==> src/source/udp_ctrl_pkg.sv <==
package udp_ctrl_pkg;

    // bus side widths
    typedef logic [31:0] word_t;
    typedef logic [3:0]  strb_t;
    // word index, byte address bits 6..2
    typedef logic [4:0]  reg_idx_t;
    typedef logic [6:0]  axil_addr_t;

    // network field widths
    typedef logic [47:0] mac_t;
    typedef logic [31:0] ip_t;
    typedef logic [15:0] udp_port_t;
    // bit 0 mac, bit 1 ip, bit 2 port
    typedef logic [2:0]  cell_wr_t;

    typedef struct packed {
        logic     valid;
        reg_idx_t index;
        word_t    data;
        strb_t    strb;
    } reg_wr_req_t;

    typedef struct packed {
        logic     valid;
        reg_idx_t index;
    } reg_rd_req_t;

    typedef struct packed {
        word_t     control;
        mac_t      mac;
        ip_t       ip;
        udp_port_t port;
    } board_params_t;

    typedef struct packed {
        word_t     cell_addr;
        mac_t      mac;
        ip_t       ip;
        udp_port_t port;
    } dest_cell_t;

    // register map, word indices
    localparam reg_idx_t REG_CONTROL       = 5'h0;
    localparam reg_idx_t REG_MAC_BOARD_HI  = 5'h1;
    localparam reg_idx_t REG_MAC_BOARD_LO  = 5'h2;
    localparam reg_idx_t REG_IP_BOARD      = 5'h3;
    localparam reg_idx_t REG_PORT_BOARD    = 5'h4;
    localparam reg_idx_t REG_CELL_ADDR     = 5'h5;
    localparam reg_idx_t REG_MAC_DEST_HI   = 5'h6;
    localparam reg_idx_t REG_MAC_DEST_LO   = 5'h7;
    localparam reg_idx_t REG_IP_DEST       = 5'h8;
    localparam reg_idx_t REG_PORT_DEST     = 5'h9;
    localparam reg_idx_t REG_CELL_WR       = 5'hA;
    localparam reg_idx_t REG_SERIAL        = 5'hB;

    // board identity after reset
    localparam mac_t      MAC_BOARD_DEFAULT  = 48'h0123_4567_8901;
    localparam ip_t       IP_BOARD_DEFAULT   = 32'hC0A8_0001;
    localparam udp_port_t PORT_BOARD_DEFAULT = 16'h1234;
    localparam word_t     SERIAL_NUMBER      = 32'h5EED_0B41;

    localparam logic [1:0] RESP_OKAY = 2'b00;

    // full word, every lane with its strobe set is replaced
    function automatic word_t merge_word(word_t cur, word_t wdata, strb_t strb);
        word_t res;
        res = cur;
        for (int i = 0; i < 4; i++) begin
            if (strb[i])
                res[i*8 +: 8] = wdata[i*8 +: 8];
        end
        return res;
    endfunction

    // 16-bit fields live in data bits 15..0, upper strobes do nothing
    function automatic logic [15:0] merge_half(logic [15:0] cur, word_t wdata, strb_t strb);
        logic [15:0] res;
        res = cur;
        if (strb[0])
            res[7:0] = wdata[7:0];
        if (strb[1])
            res[15:8] = wdata[15:8];
        return res;
    endfunction

endpackage
==> src/source/udp_ctrl_regs.sv <==
`timescale 1ns/1ps

module udp_ctrl_regs (
    input  logic                        clk,
    input  logic                        reset_n,
    input  udp_ctrl_pkg::axil_addr_t    s_axil_awaddr_i,
    input  logic                        s_axil_awvalid_i,
    output logic                        s_axil_awready_o,
    input  udp_ctrl_pkg::word_t         s_axil_wdata_i,
    input  udp_ctrl_pkg::strb_t         s_axil_wstrb_i,
    input  logic                        s_axil_wvalid_i,
    output logic                        s_axil_wready_o,
    output logic [1:0]                  s_axil_bresp_o,
    output logic                        s_axil_bvalid_o,
    input  logic                        s_axil_bready_i,
    input  udp_ctrl_pkg::axil_addr_t    s_axil_araddr_i,
    input  logic                        s_axil_arvalid_i,
    output logic                        s_axil_arready_o,
    output udp_ctrl_pkg::word_t         s_axil_rdata_o,
    output logic [1:0]                  s_axil_rresp_o,
    output logic                        s_axil_rvalid_o,
    input  logic                        s_axil_rready_i,
    // core parameters
    output udp_ctrl_pkg::board_params_t board_params_o,
    output udp_ctrl_pkg::word_t         serial_number_o,
    output udp_ctrl_pkg::dest_cell_t    dest_cell_o,
    output udp_ctrl_pkg::cell_wr_t      cell_wr_o
);

    udp_ctrl_pkg::reg_wr_req_t wr_req;
    udp_ctrl_pkg::reg_rd_req_t rd_req;
    udp_ctrl_pkg::word_t       board_rd_data;
    udp_ctrl_pkg::word_t       cell_rd_data;
    udp_ctrl_pkg::word_t       rd_data;

    // banks return zero on a miss, so a plain OR selects the owner
    assign rd_data = board_rd_data | cell_rd_data;

    axil_reg_slave i_axil_reg_slave (
        .clk              (clk),
        .reset_n          (reset_n),
        .s_axil_awaddr_i  (s_axil_awaddr_i),
        .s_axil_awvalid_i (s_axil_awvalid_i),
        .s_axil_awready_o (s_axil_awready_o),
        .s_axil_wdata_i   (s_axil_wdata_i),
        .s_axil_wstrb_i   (s_axil_wstrb_i),
        .s_axil_wvalid_i  (s_axil_wvalid_i),
        .s_axil_wready_o  (s_axil_wready_o),
        .s_axil_bresp_o   (s_axil_bresp_o),
        .s_axil_bvalid_o  (s_axil_bvalid_o),
        .s_axil_bready_i  (s_axil_bready_i),
        .s_axil_araddr_i  (s_axil_araddr_i),
        .s_axil_arvalid_i (s_axil_arvalid_i),
        .s_axil_arready_o (s_axil_arready_o),
        .s_axil_rdata_o   (s_axil_rdata_o),
        .s_axil_rresp_o   (s_axil_rresp_o),
        .s_axil_rvalid_o  (s_axil_rvalid_o),
        .s_axil_rready_i  (s_axil_rready_i),
        .rd_data_i        (rd_data),
        .wr_req_o         (wr_req),
        .rd_req_o         (rd_req)
    );

    board_param_regs i_board_param_regs (
        .clk             (clk),
        .reset_n         (reset_n),
        .wr_req_i        (wr_req),
        .rd_idx_i        (rd_req.index),
        .params_o        (board_params_o),
        .serial_number_o (serial_number_o),
        .rd_data_o       (board_rd_data)
    );

    dest_cell_stage i_dest_cell_stage (
        .clk       (clk),
        .reset_n   (reset_n),
        .wr_req_i  (wr_req),
        .rd_idx_i  (rd_req.index),
        .cell_o    (dest_cell_o),
        .cell_wr_o (cell_wr_o),
        .rd_data_o (cell_rd_data)
    );

endmodule

==> src/source/dest_cell_stage.sv <==
`timescale 1ns/1ps

module dest_cell_stage (
    input  logic                      clk,
    input  logic                      reset_n,
    input  udp_ctrl_pkg::reg_wr_req_t wr_req_i,
    input  udp_ctrl_pkg::reg_idx_t    rd_idx_i,
    output udp_ctrl_pkg::dest_cell_t  cell_o,
    output udp_ctrl_pkg::cell_wr_t    cell_wr_o,
    output udp_ctrl_pkg::word_t       rd_data_o
);

    udp_ctrl_pkg::dest_cell_t cell_q;
    udp_ctrl_pkg::cell_wr_t   cell_wr_q;
    logic                     cell_cmd;

    // command write, only the low lane carries the field strobes
    assign cell_cmd = wr_req_i.valid && (wr_req_i.index == udp_ctrl_pkg::REG_CELL_WR)
                      && wr_req_i.strb[0];

    // staging fields, filled by software before the command
    always_ff @(posedge clk) begin
        if (wr_req_i.valid) begin
            case (wr_req_i.index)
                udp_ctrl_pkg::REG_CELL_ADDR:
                    cell_q.cell_addr <= udp_ctrl_pkg::merge_word(cell_q.cell_addr,
                                                                 wr_req_i.data, wr_req_i.strb);
                udp_ctrl_pkg::REG_MAC_DEST_HI:
                    cell_q.mac[47:32] <= udp_ctrl_pkg::merge_half(cell_q.mac[47:32],
                                                                  wr_req_i.data, wr_req_i.strb);
                udp_ctrl_pkg::REG_MAC_DEST_LO:
                    cell_q.mac[31:0] <= udp_ctrl_pkg::merge_word(cell_q.mac[31:0],
                                                                 wr_req_i.data, wr_req_i.strb);
                udp_ctrl_pkg::REG_IP_DEST:
                    cell_q.ip <= udp_ctrl_pkg::merge_word(cell_q.ip,
                                                          wr_req_i.data, wr_req_i.strb);
                udp_ctrl_pkg::REG_PORT_DEST:
                    cell_q.port <= udp_ctrl_pkg::merge_half(cell_q.port,
                                                            wr_req_i.data, wr_req_i.strb);
                default: ;
            endcase
        end
    end

    // one-cycle strobe toward the destination table
    always_ff @(posedge clk or negedge reset_n) begin
        if (!reset_n)
            cell_wr_q <= '0;
        else if (cell_cmd)
            cell_wr_q <= wr_req_i.data[2:0];
        else
            cell_wr_q <= '0;
    end

    // staged values read back, the command word reads zero
    always_comb begin
        case (rd_idx_i)
            udp_ctrl_pkg::REG_CELL_ADDR:   rd_data_o = cell_q.cell_addr;
            udp_ctrl_pkg::REG_MAC_DEST_HI: rd_data_o = {16'h0, cell_q.mac[47:32]};
            udp_ctrl_pkg::REG_MAC_DEST_LO: rd_data_o = cell_q.mac[31:0];
            udp_ctrl_pkg::REG_IP_DEST:     rd_data_o = cell_q.ip;
            udp_ctrl_pkg::REG_PORT_DEST:   rd_data_o = {16'h0, cell_q.port};
            default:                       rd_data_o = '0;
        endcase
    end

    assign cell_o    = cell_q;
    assign cell_wr_o = cell_wr_q;

    // a strobe must never commit unwritten staging into the table
    a_cell_staged: assert property (
        @(posedge clk) disable iff (!reset_n)
        (|cell_wr_o) |-> !$isunknown(cell_o.cell_addr)
                         && (!cell_wr_o[0] || !$isunknown(cell_o.mac))
                         && (!cell_wr_o[1] || !$isunknown(cell_o.ip))
                         && (!cell_wr_o[2] || !$isunknown(cell_o.port))
    ) else $error("cell write strobe with unknown staged field");

endmodule

==> src/source/board_param_regs.sv <==
`timescale 1ns/1ps

module board_param_regs (
    input  logic                        clk,
    input  logic                        reset_n,
    input  udp_ctrl_pkg::reg_wr_req_t   wr_req_i,
    input  udp_ctrl_pkg::reg_idx_t      rd_idx_i,
    output udp_ctrl_pkg::board_params_t params_o,
    output udp_ctrl_pkg::word_t         serial_number_o,
    output udp_ctrl_pkg::word_t         rd_data_o
);

    udp_ctrl_pkg::board_params_t params_q;

    always_ff @(posedge clk or negedge reset_n) begin
        if (!reset_n) begin
            params_q.control <= '0;
            params_q.mac     <= udp_ctrl_pkg::MAC_BOARD_DEFAULT;
            params_q.ip      <= udp_ctrl_pkg::IP_BOARD_DEFAULT;
            params_q.port    <= udp_ctrl_pkg::PORT_BOARD_DEFAULT;
        end else if (wr_req_i.valid) begin
            // indices outside the bank fall through untouched
            case (wr_req_i.index)
                udp_ctrl_pkg::REG_CONTROL:
                    params_q.control <= udp_ctrl_pkg::merge_word(params_q.control,
                                                                 wr_req_i.data, wr_req_i.strb);
                // mac bytes 5..4 sit in the low half of the word
                udp_ctrl_pkg::REG_MAC_BOARD_HI:
                    params_q.mac[47:32] <= udp_ctrl_pkg::merge_half(params_q.mac[47:32],
                                                                    wr_req_i.data, wr_req_i.strb);
                udp_ctrl_pkg::REG_MAC_BOARD_LO:
                    params_q.mac[31:0] <= udp_ctrl_pkg::merge_word(params_q.mac[31:0],
                                                                   wr_req_i.data, wr_req_i.strb);
                udp_ctrl_pkg::REG_IP_BOARD:
                    params_q.ip <= udp_ctrl_pkg::merge_word(params_q.ip,
                                                            wr_req_i.data, wr_req_i.strb);
                udp_ctrl_pkg::REG_PORT_BOARD:
                    params_q.port <= udp_ctrl_pkg::merge_half(params_q.port,
                                                              wr_req_i.data, wr_req_i.strb);
                default: ;
            endcase
        end
    end

    // zero unless the index belongs to this bank
    always_comb begin
        case (rd_idx_i)
            udp_ctrl_pkg::REG_CONTROL:      rd_data_o = params_q.control;
            udp_ctrl_pkg::REG_MAC_BOARD_HI: rd_data_o = {16'h0, params_q.mac[47:32]};
            udp_ctrl_pkg::REG_MAC_BOARD_LO: rd_data_o = params_q.mac[31:0];
            udp_ctrl_pkg::REG_IP_BOARD:     rd_data_o = params_q.ip;
            udp_ctrl_pkg::REG_PORT_BOARD:   rd_data_o = {16'h0, params_q.port};
            // serial is fixed, writes to it are dropped above
            udp_ctrl_pkg::REG_SERIAL:       rd_data_o = udp_ctrl_pkg::SERIAL_NUMBER;
            default:                        rd_data_o = '0;
        endcase
    end

    assign params_o        = params_q;
    assign serial_number_o = udp_ctrl_pkg::SERIAL_NUMBER;

    // every field has a reset value, so no x may ever reach the core
    a_params_known: assert property (
        @(posedge clk) disable iff (!reset_n)
        !$isunknown(params_o)
    ) else $error("board parameters unknown after reset");

endmodule

==> src/source/axil_reg_slave.sv <==
`timescale 1ns/1ps

module axil_reg_slave (
    input  logic                      clk,
    input  logic                      reset_n,
    // write address and data
    input  udp_ctrl_pkg::axil_addr_t  s_axil_awaddr_i,
    input  logic                      s_axil_awvalid_i,
    output logic                      s_axil_awready_o,
    input  udp_ctrl_pkg::word_t       s_axil_wdata_i,
    input  udp_ctrl_pkg::strb_t       s_axil_wstrb_i,
    input  logic                      s_axil_wvalid_i,
    output logic                      s_axil_wready_o,
    // write response
    output logic [1:0]                s_axil_bresp_o,
    output logic                      s_axil_bvalid_o,
    input  logic                      s_axil_bready_i,
    // read address and data
    input  udp_ctrl_pkg::axil_addr_t  s_axil_araddr_i,
    input  logic                      s_axil_arvalid_i,
    output logic                      s_axil_arready_o,
    output udp_ctrl_pkg::word_t       s_axil_rdata_o,
    output logic [1:0]                s_axil_rresp_o,
    output logic                      s_axil_rvalid_o,
    input  logic                      s_axil_rready_i,
    // register side
    input  udp_ctrl_pkg::word_t       rd_data_i,
    output udp_ctrl_pkg::reg_wr_req_t wr_req_o,
    output udp_ctrl_pkg::reg_rd_req_t rd_req_o
);

    typedef enum logic {WR_IDLE, WR_RESP} wr_state_t;
    typedef enum logic {RD_IDLE, RD_RESP} rd_state_t;

    wr_state_t                wr_state;
    rd_state_t                rd_state;
    logic                     awready_q;
    logic                     wr_valid_q;
    logic                     bvalid_q;
    logic                     wr_hs;
    udp_ctrl_pkg::reg_idx_t   wr_idx_q;
    udp_ctrl_pkg::word_t      wr_data_q;
    udp_ctrl_pkg::strb_t      wr_strb_q;
    logic                     rd_valid_q;
    logic                     rvalid_q;
    logic                     rd_hs;
    udp_ctrl_pkg::reg_idx_t   rd_idx_q;
    udp_ctrl_pkg::word_t      rdata_q;

    // aw and w are accepted together, on one shared ready
    assign wr_hs = awready_q && s_axil_awvalid_i && s_axil_wvalid_i;
    assign rd_hs = (rd_state == RD_IDLE) && s_axil_arvalid_i;

    always_ff @(posedge clk or negedge reset_n) begin
        if (!reset_n) begin
            wr_state   <= WR_IDLE;
            awready_q  <= 1'b0;
            wr_valid_q <= 1'b0;
            bvalid_q   <= 1'b0;
        end else begin
            wr_valid_q <= wr_hs;
            case (wr_state)
                WR_IDLE: begin
                    if (wr_hs) begin
                        awready_q <= 1'b0;
                        wr_state  <= WR_RESP;
                    end else begin
                        // ready pulses once both channels present
                        awready_q <= s_axil_awvalid_i && s_axil_wvalid_i;
                    end
                end
                WR_RESP: begin
                    // bvalid lands on the edge the bank takes the write
                    if (wr_valid_q) begin
                        bvalid_q <= 1'b1;
                    end else if (bvalid_q && s_axil_bready_i) begin
                        bvalid_q <= 1'b0;
                        wr_state <= WR_IDLE;
                    end
                end
                default: wr_state <= WR_IDLE;
            endcase
        end
    end

    // write request payload
    always_ff @(posedge clk) begin
        if (wr_hs) begin
            wr_idx_q  <= s_axil_awaddr_i[6:2];
            wr_data_q <= s_axil_wdata_i;
            wr_strb_q <= s_axil_wstrb_i;
        end
    end

    always_ff @(posedge clk or negedge reset_n) begin
        if (!reset_n) begin
            rd_state   <= RD_IDLE;
            rd_valid_q <= 1'b0;
            rvalid_q   <= 1'b0;
        end else begin
            rd_valid_q <= rd_hs;
            case (rd_state)
                RD_IDLE: begin
                    if (rd_hs)
                        rd_state <= RD_RESP;
                end
                RD_RESP: begin
                    if (rd_valid_q) begin
                        rvalid_q <= 1'b1;
                    end else if (rvalid_q && s_axil_rready_i) begin
                        rvalid_q <= 1'b0;
                        rd_state <= RD_IDLE;
                    end
                end
                default: rd_state <= RD_IDLE;
            endcase
        end
    end

    // read index held for the banks, data sampled one edge later
    always_ff @(posedge clk) begin
        if (rd_hs)
            rd_idx_q <= s_axil_araddr_i[6:2];
        if (rd_valid_q)
            rdata_q <= rd_data_i;
    end

    assign s_axil_awready_o = awready_q;
    assign s_axil_wready_o  = awready_q;
    assign s_axil_bvalid_o  = bvalid_q;
    assign s_axil_bresp_o   = udp_ctrl_pkg::RESP_OKAY;
    assign s_axil_arready_o = (rd_state == RD_IDLE);
    assign s_axil_rvalid_o  = rvalid_q;
    assign s_axil_rdata_o   = rdata_q;
    assign s_axil_rresp_o   = udp_ctrl_pkg::RESP_OKAY;

    assign wr_req_o = '{valid: wr_valid_q, index: wr_idx_q, data: wr_data_q, strb: wr_strb_q};
    assign rd_req_o = '{valid: rd_valid_q, index: rd_idx_q};

    // response held under back-pressure
    a_bvalid_hold: assert property (
        @(posedge clk) disable iff (!reset_n)
        s_axil_bvalid_o && !s_axil_bready_i |=> s_axil_bvalid_o
    ) else $error("bvalid dropped before bready");

    a_rvalid_hold: assert property (
        @(posedge clk) disable iff (!reset_n)
        s_axil_rvalid_o && !s_axil_rready_i |=> s_axil_rvalid_o && $stable(s_axil_rdata_o)
    ) else $error("rvalid or rdata changed before rready");

endmodule

==> config.mk <==
export PLATFORM = sky130hd
export DESIGN_NAME = udp_ctrl_regs
export DESIGN_NICKNAME = d
export VERILOG_FILES = /design/src/source/udp_ctrl_pkg.sv /design/src/source/udp_ctrl_regs.sv /design/src/source/dest_cell_stage.sv /design/src/source/board_param_regs.sv /design/src/source/axil_reg_slave.sv
export SDC_FILE = /design/constraint.sdc
export NUM_CORES = 1
export LEC_CHECK = 0
export CAP_MARGIN = 15
export CORE_ASPECT_RATIO = 2
export CORE_MARGIN = 3
export CORE_UTILIZATION = 55
export CTS_CLUSTER_DIAMETER = 100
export DETAILED_ROUTE_END_ITERATION = 6
export DONT_BUFFER_PORTS = 1
export PLACE_DENSITY = 0.77
export REMOVE_ABC_BUFFERS = 1
export SYNTH_ARGS = -nofsm -noshare
export SYNTH_HDL_FRONTEND = slang
export SYNTH_SLANG_ARGS = --single-unit
==> constraint.sdc <==
create_clock -name clk -period 2.74 [get_ports clk]
set_input_delay 0.274 -clock clk [delete_from_list [all_inputs] [get_ports clk]]
set_output_delay 0.274 -clock clk [all_outputs]
set_load 0.05 [all_outputs]
==> out/metrics.csv <==
metric;value;unit
slowest_stage;edfxtp_1;
row_count;81;
clk_pin_slew;0.07;ns
routed_wl;42.6;mm
drc;0;
timing.rr.end;i_axil_reg_slave.s_axil_rdata_o[23];
slowest_delay;0.90;ns
crit_chain;nand2_1 -> nor2_4 -> a222oi_1 -> o211ai_1;
ys.flop_type;edfxtp_1;
start_kind;flip-flop;
antenna_found_initial;0;
violations;hold timing;
die_w;118;microns
diodes;0;
grtUsageMet3;0.0852;
first_iter_violations;689;
post_cts_resized;0;
synth_edf_count;206;
drv_cap;0;
vias_per_cell;6.41;
finalMaxSlewViolations;0;
rsz0062_at_grt;no;
grt_use_met1;0.320;
die_y;230;microns
dieArea;27200;sq um
post_cts_buffers;0;
hpwl;29.7;mm
initial_core_util;0.562;
setup.worst_path.start;i_axil_reg_slave.rd_idx_q[1];
fin_ws;0.225;ns
critPathMaxFanout;24;
cts_tree;yes;
yosysSeqAreaShare;0.699;
htree_levels;1;
tightest_slew;1.09;ns
vias;8375;
reg2reg_slack;0.23;ns
cts_hold_buf;51;
endpoint;i_axil_reg_slave.s_axil_rdata_o[23];
coreArea;24600;sq um
min_period_over_period;0.918;
dpl_worst_slack;0.262;ns
yosysUniqueCellTypes;57;
gr-usage-met2;0.546;
power_leakage;6.22;nW
critPathArrivalTime;2.90;ns
grt_overflow_total;0;
first_pass_iters;5;
avgRoutedWirePerCell;32.6;microns
reg2regPathDepth;4;
syn_avg_cell_area;16.1;sq um
clockBufferDepth;3;
r2r-start;i_axil_reg_slave.rd_idx_q[1];
drive_gt1_frac;0.296;
grt_use_total;0.305;
status;complete, but fails checks;
numCtsBuffers;28;
nets;1010;
peakVddDrop;599;uV
syn_area;13800;sq um
clock_sinks;344;
syn_inst;859;
end_kind;flip-flop;
cts_root_buffer;clkbuf_16;
ys_ff_latch;344;
clk_latency;0.56;ns
utilization;0.643;
required;3.13;ns
max_slew_margin;0.276;
ys_warn_count;0;
area_growth;14.5;%
gp_congestion;0.869;
placed_cell_area;14400;sq um
grt_pass1_vias;8809;
whs;-0.585;ns
ant_nets;0;
finalHoldViolations;138;
grt_pass1_wl;60.4;mm
async_reset_ff_frac;0.401;
grt_max_degree;139;
fin_skew;0.0151;ns
powerDensity;761;nW/um^2
min_period;2.51;ns
max_freq;0.398;GHz
io_buffers;0;
grt-busiest-layer;met2;
fin_area;15800;sq um
worst-setup-path-type;reg2reg;
io_pins;389;
hp-class;in2async;
fillers;1798;
finalSetupViolCount;0;
total_power;12.1;mW
==> report_power, final <==
part           switching, mW  internal, mW
Clock                   1.79          2.28
Combinational          0.681         0.386
Sequential              1.05          5.87
==> per-stage QoR <==
stage | setup TNS, ns | instances
after global routing | 0 | 1307
after CTS | 0 | 1307
after global placement | 0 | 1204
final | 0 | 1307
after floorplan | -0.681 | 820
after detailed placement | 0 | 1204
==> registers in the layout, summed over array words and instances, names as in the netlist <==
| signal | flops |
|---|---|
| i_axil_reg_slave.s_axil_awready_o | 1 |
| i_axil_reg_slave.rd_state | 1 |
| i_dest_cell_stage.cell_o | 128 |
| i_axil_reg_slave.wr_state | 1 |
| i_axil_reg_slave.wr_valid_q | 1 |
| i_axil_reg_slave.s_axil_bvalid_o | 1 |
| i_axil_reg_slave.rd_valid_q | 1 |
| i_dest_cell_stage.cell_wr_o | 3 |
| i_axil_reg_slave.s_axil_rdata_o | 32 |
| i_axil_reg_slave.wr_data_q | 32 |
| i_axil_reg_slave.wr_strb_q | 4 |
| i_axil_reg_slave.rd_idx_q | 5 |
| i_axil_reg_slave.wr_idx_q | 5 |
| i_board_param_regs.params_o | 128 |
| i_axil_reg_slave.s_axil_rvalid_o | 1 |
==> kinds of logic after synthesis <==
family,count (synthesis),share of synthesized area
buffers and inverters,76,0.0334
other,2,0.000543
and+or+nand+nor,157,0.0674
DFF,344,0.699
AOI/OAI and AO/OA,114,0.0639
muxes,166,0.136
==> synth_stat cells (all sizes together) (5+ instances only) <==
cell type | instances | area share
nor3 | 12 | 0.0071
and3 | 9 | 0.0041
o211ai | 10 | 0.0054
edfxtp | 206 | 0.45
dfrtp | 111 | 0.20
nor4 | 5 | 0.0023
and2 | 10 | 0.0045
dfstp | 27 | 0.051
clkbuf | 15 | 0.0041
a222oi | 23 | 0.017
buf | 58 | 0.028
a22o | 5 | 0.0032
mux2i | 21 | 0.015
nor2 | 38 | 0.011
a22oi | 29 | 0.016
a221oi | 8 | 0.0051
nand2 | 25 | 0.0070
nor2b | 7 | 0.0032
mux2 | 142 | 0.12
a21oi | 19 | 0.0069
nand3 | 25 | 0.013
==> cells in the final DEF, fill, tap and decap left out, types with 8 or more instances in the layout <==
| cell type | instances |
|---|---|
| nand3_1 | 18 |
| mux2i_1 | 21 |
| dfstp_2 | 27 |
| dfrtp_1 | 110 |
| buf_4 | 48 |
| a222oi_1 | 23 |
| clkbuf_16 | 29 |
| a21oi_1 | 19 |
| and3_1 | 8 |
| conb_1 | 36 |
| nand2_1 | 24 |
| and2_1 | 8 |
| mux2_2 | 139 |
| dlygate4sd3_1 | 51 |
| a22oi_1 | 29 |
| nor2_1 | 32 |
| a221oi_1 | 8 |
| o211ai_1 | 10 |
| edfxtp_1 | 206 |
==> worst min-delay path by stage <==
| stage | startpoint | to | slack [ns] | cells past startpoint |
|---|---|---|---|---|
| global placement | reset_n | i_axil_reg_slave.s_axil_rvalid_o | -0.02 | 0 |
| finish | reset_n | i_board_param_regs.params_o[7] | -0.58 | 0 |
| CTS | reset_n | i_axil_reg_slave.rd_state | -0.61 | 0 |
| global route | reset_n | i_axil_reg_slave.rd_state | -0.61 | 0 |
| detailed placement | reset_n | i_board_param_regs.params_o[87] | -0.02 | 0 |
| floorplan | reset_n | i_axil_reg_slave.rd_state | -0.02 | 0 |
==> critical path: cells and delay by family, from the launching register on <==
family | cells | cell delay (ns)
DFF | 1 | 0.90
and+or+nand+nor | 2 | 1.04
AOI/OAI and AO/OA | 2 | 0.37
==> routing by layer <==
| metal | vias up | wire (microns) | share of wire |
|---|---|---|---|
| met5 | - | 0 | 0 |
| met4 | 0 | 2520 | 0.059 |
| met3 | 145 | 3790 | 0.089 |
| met2 | 559 | 22500 | 0.53 |
| met1 | 4227 | 13800 | 0.32 |
| li1 | 3444 | - | - |
==> final cells by class <==
type                       instances  area [sq um]  area share
clock buffer                      38           779      0.0492
tap                              332           415      0.0262
timing repair buffer             103           951      0.0600
multi-input combinational        473          3860       0.244
inverter                           3          11.3    0.000711
sequential                       344          9670       0.611
clock inverter                    14           146     0.00924
Note: power is estimated with default switching activity, not from simulation.
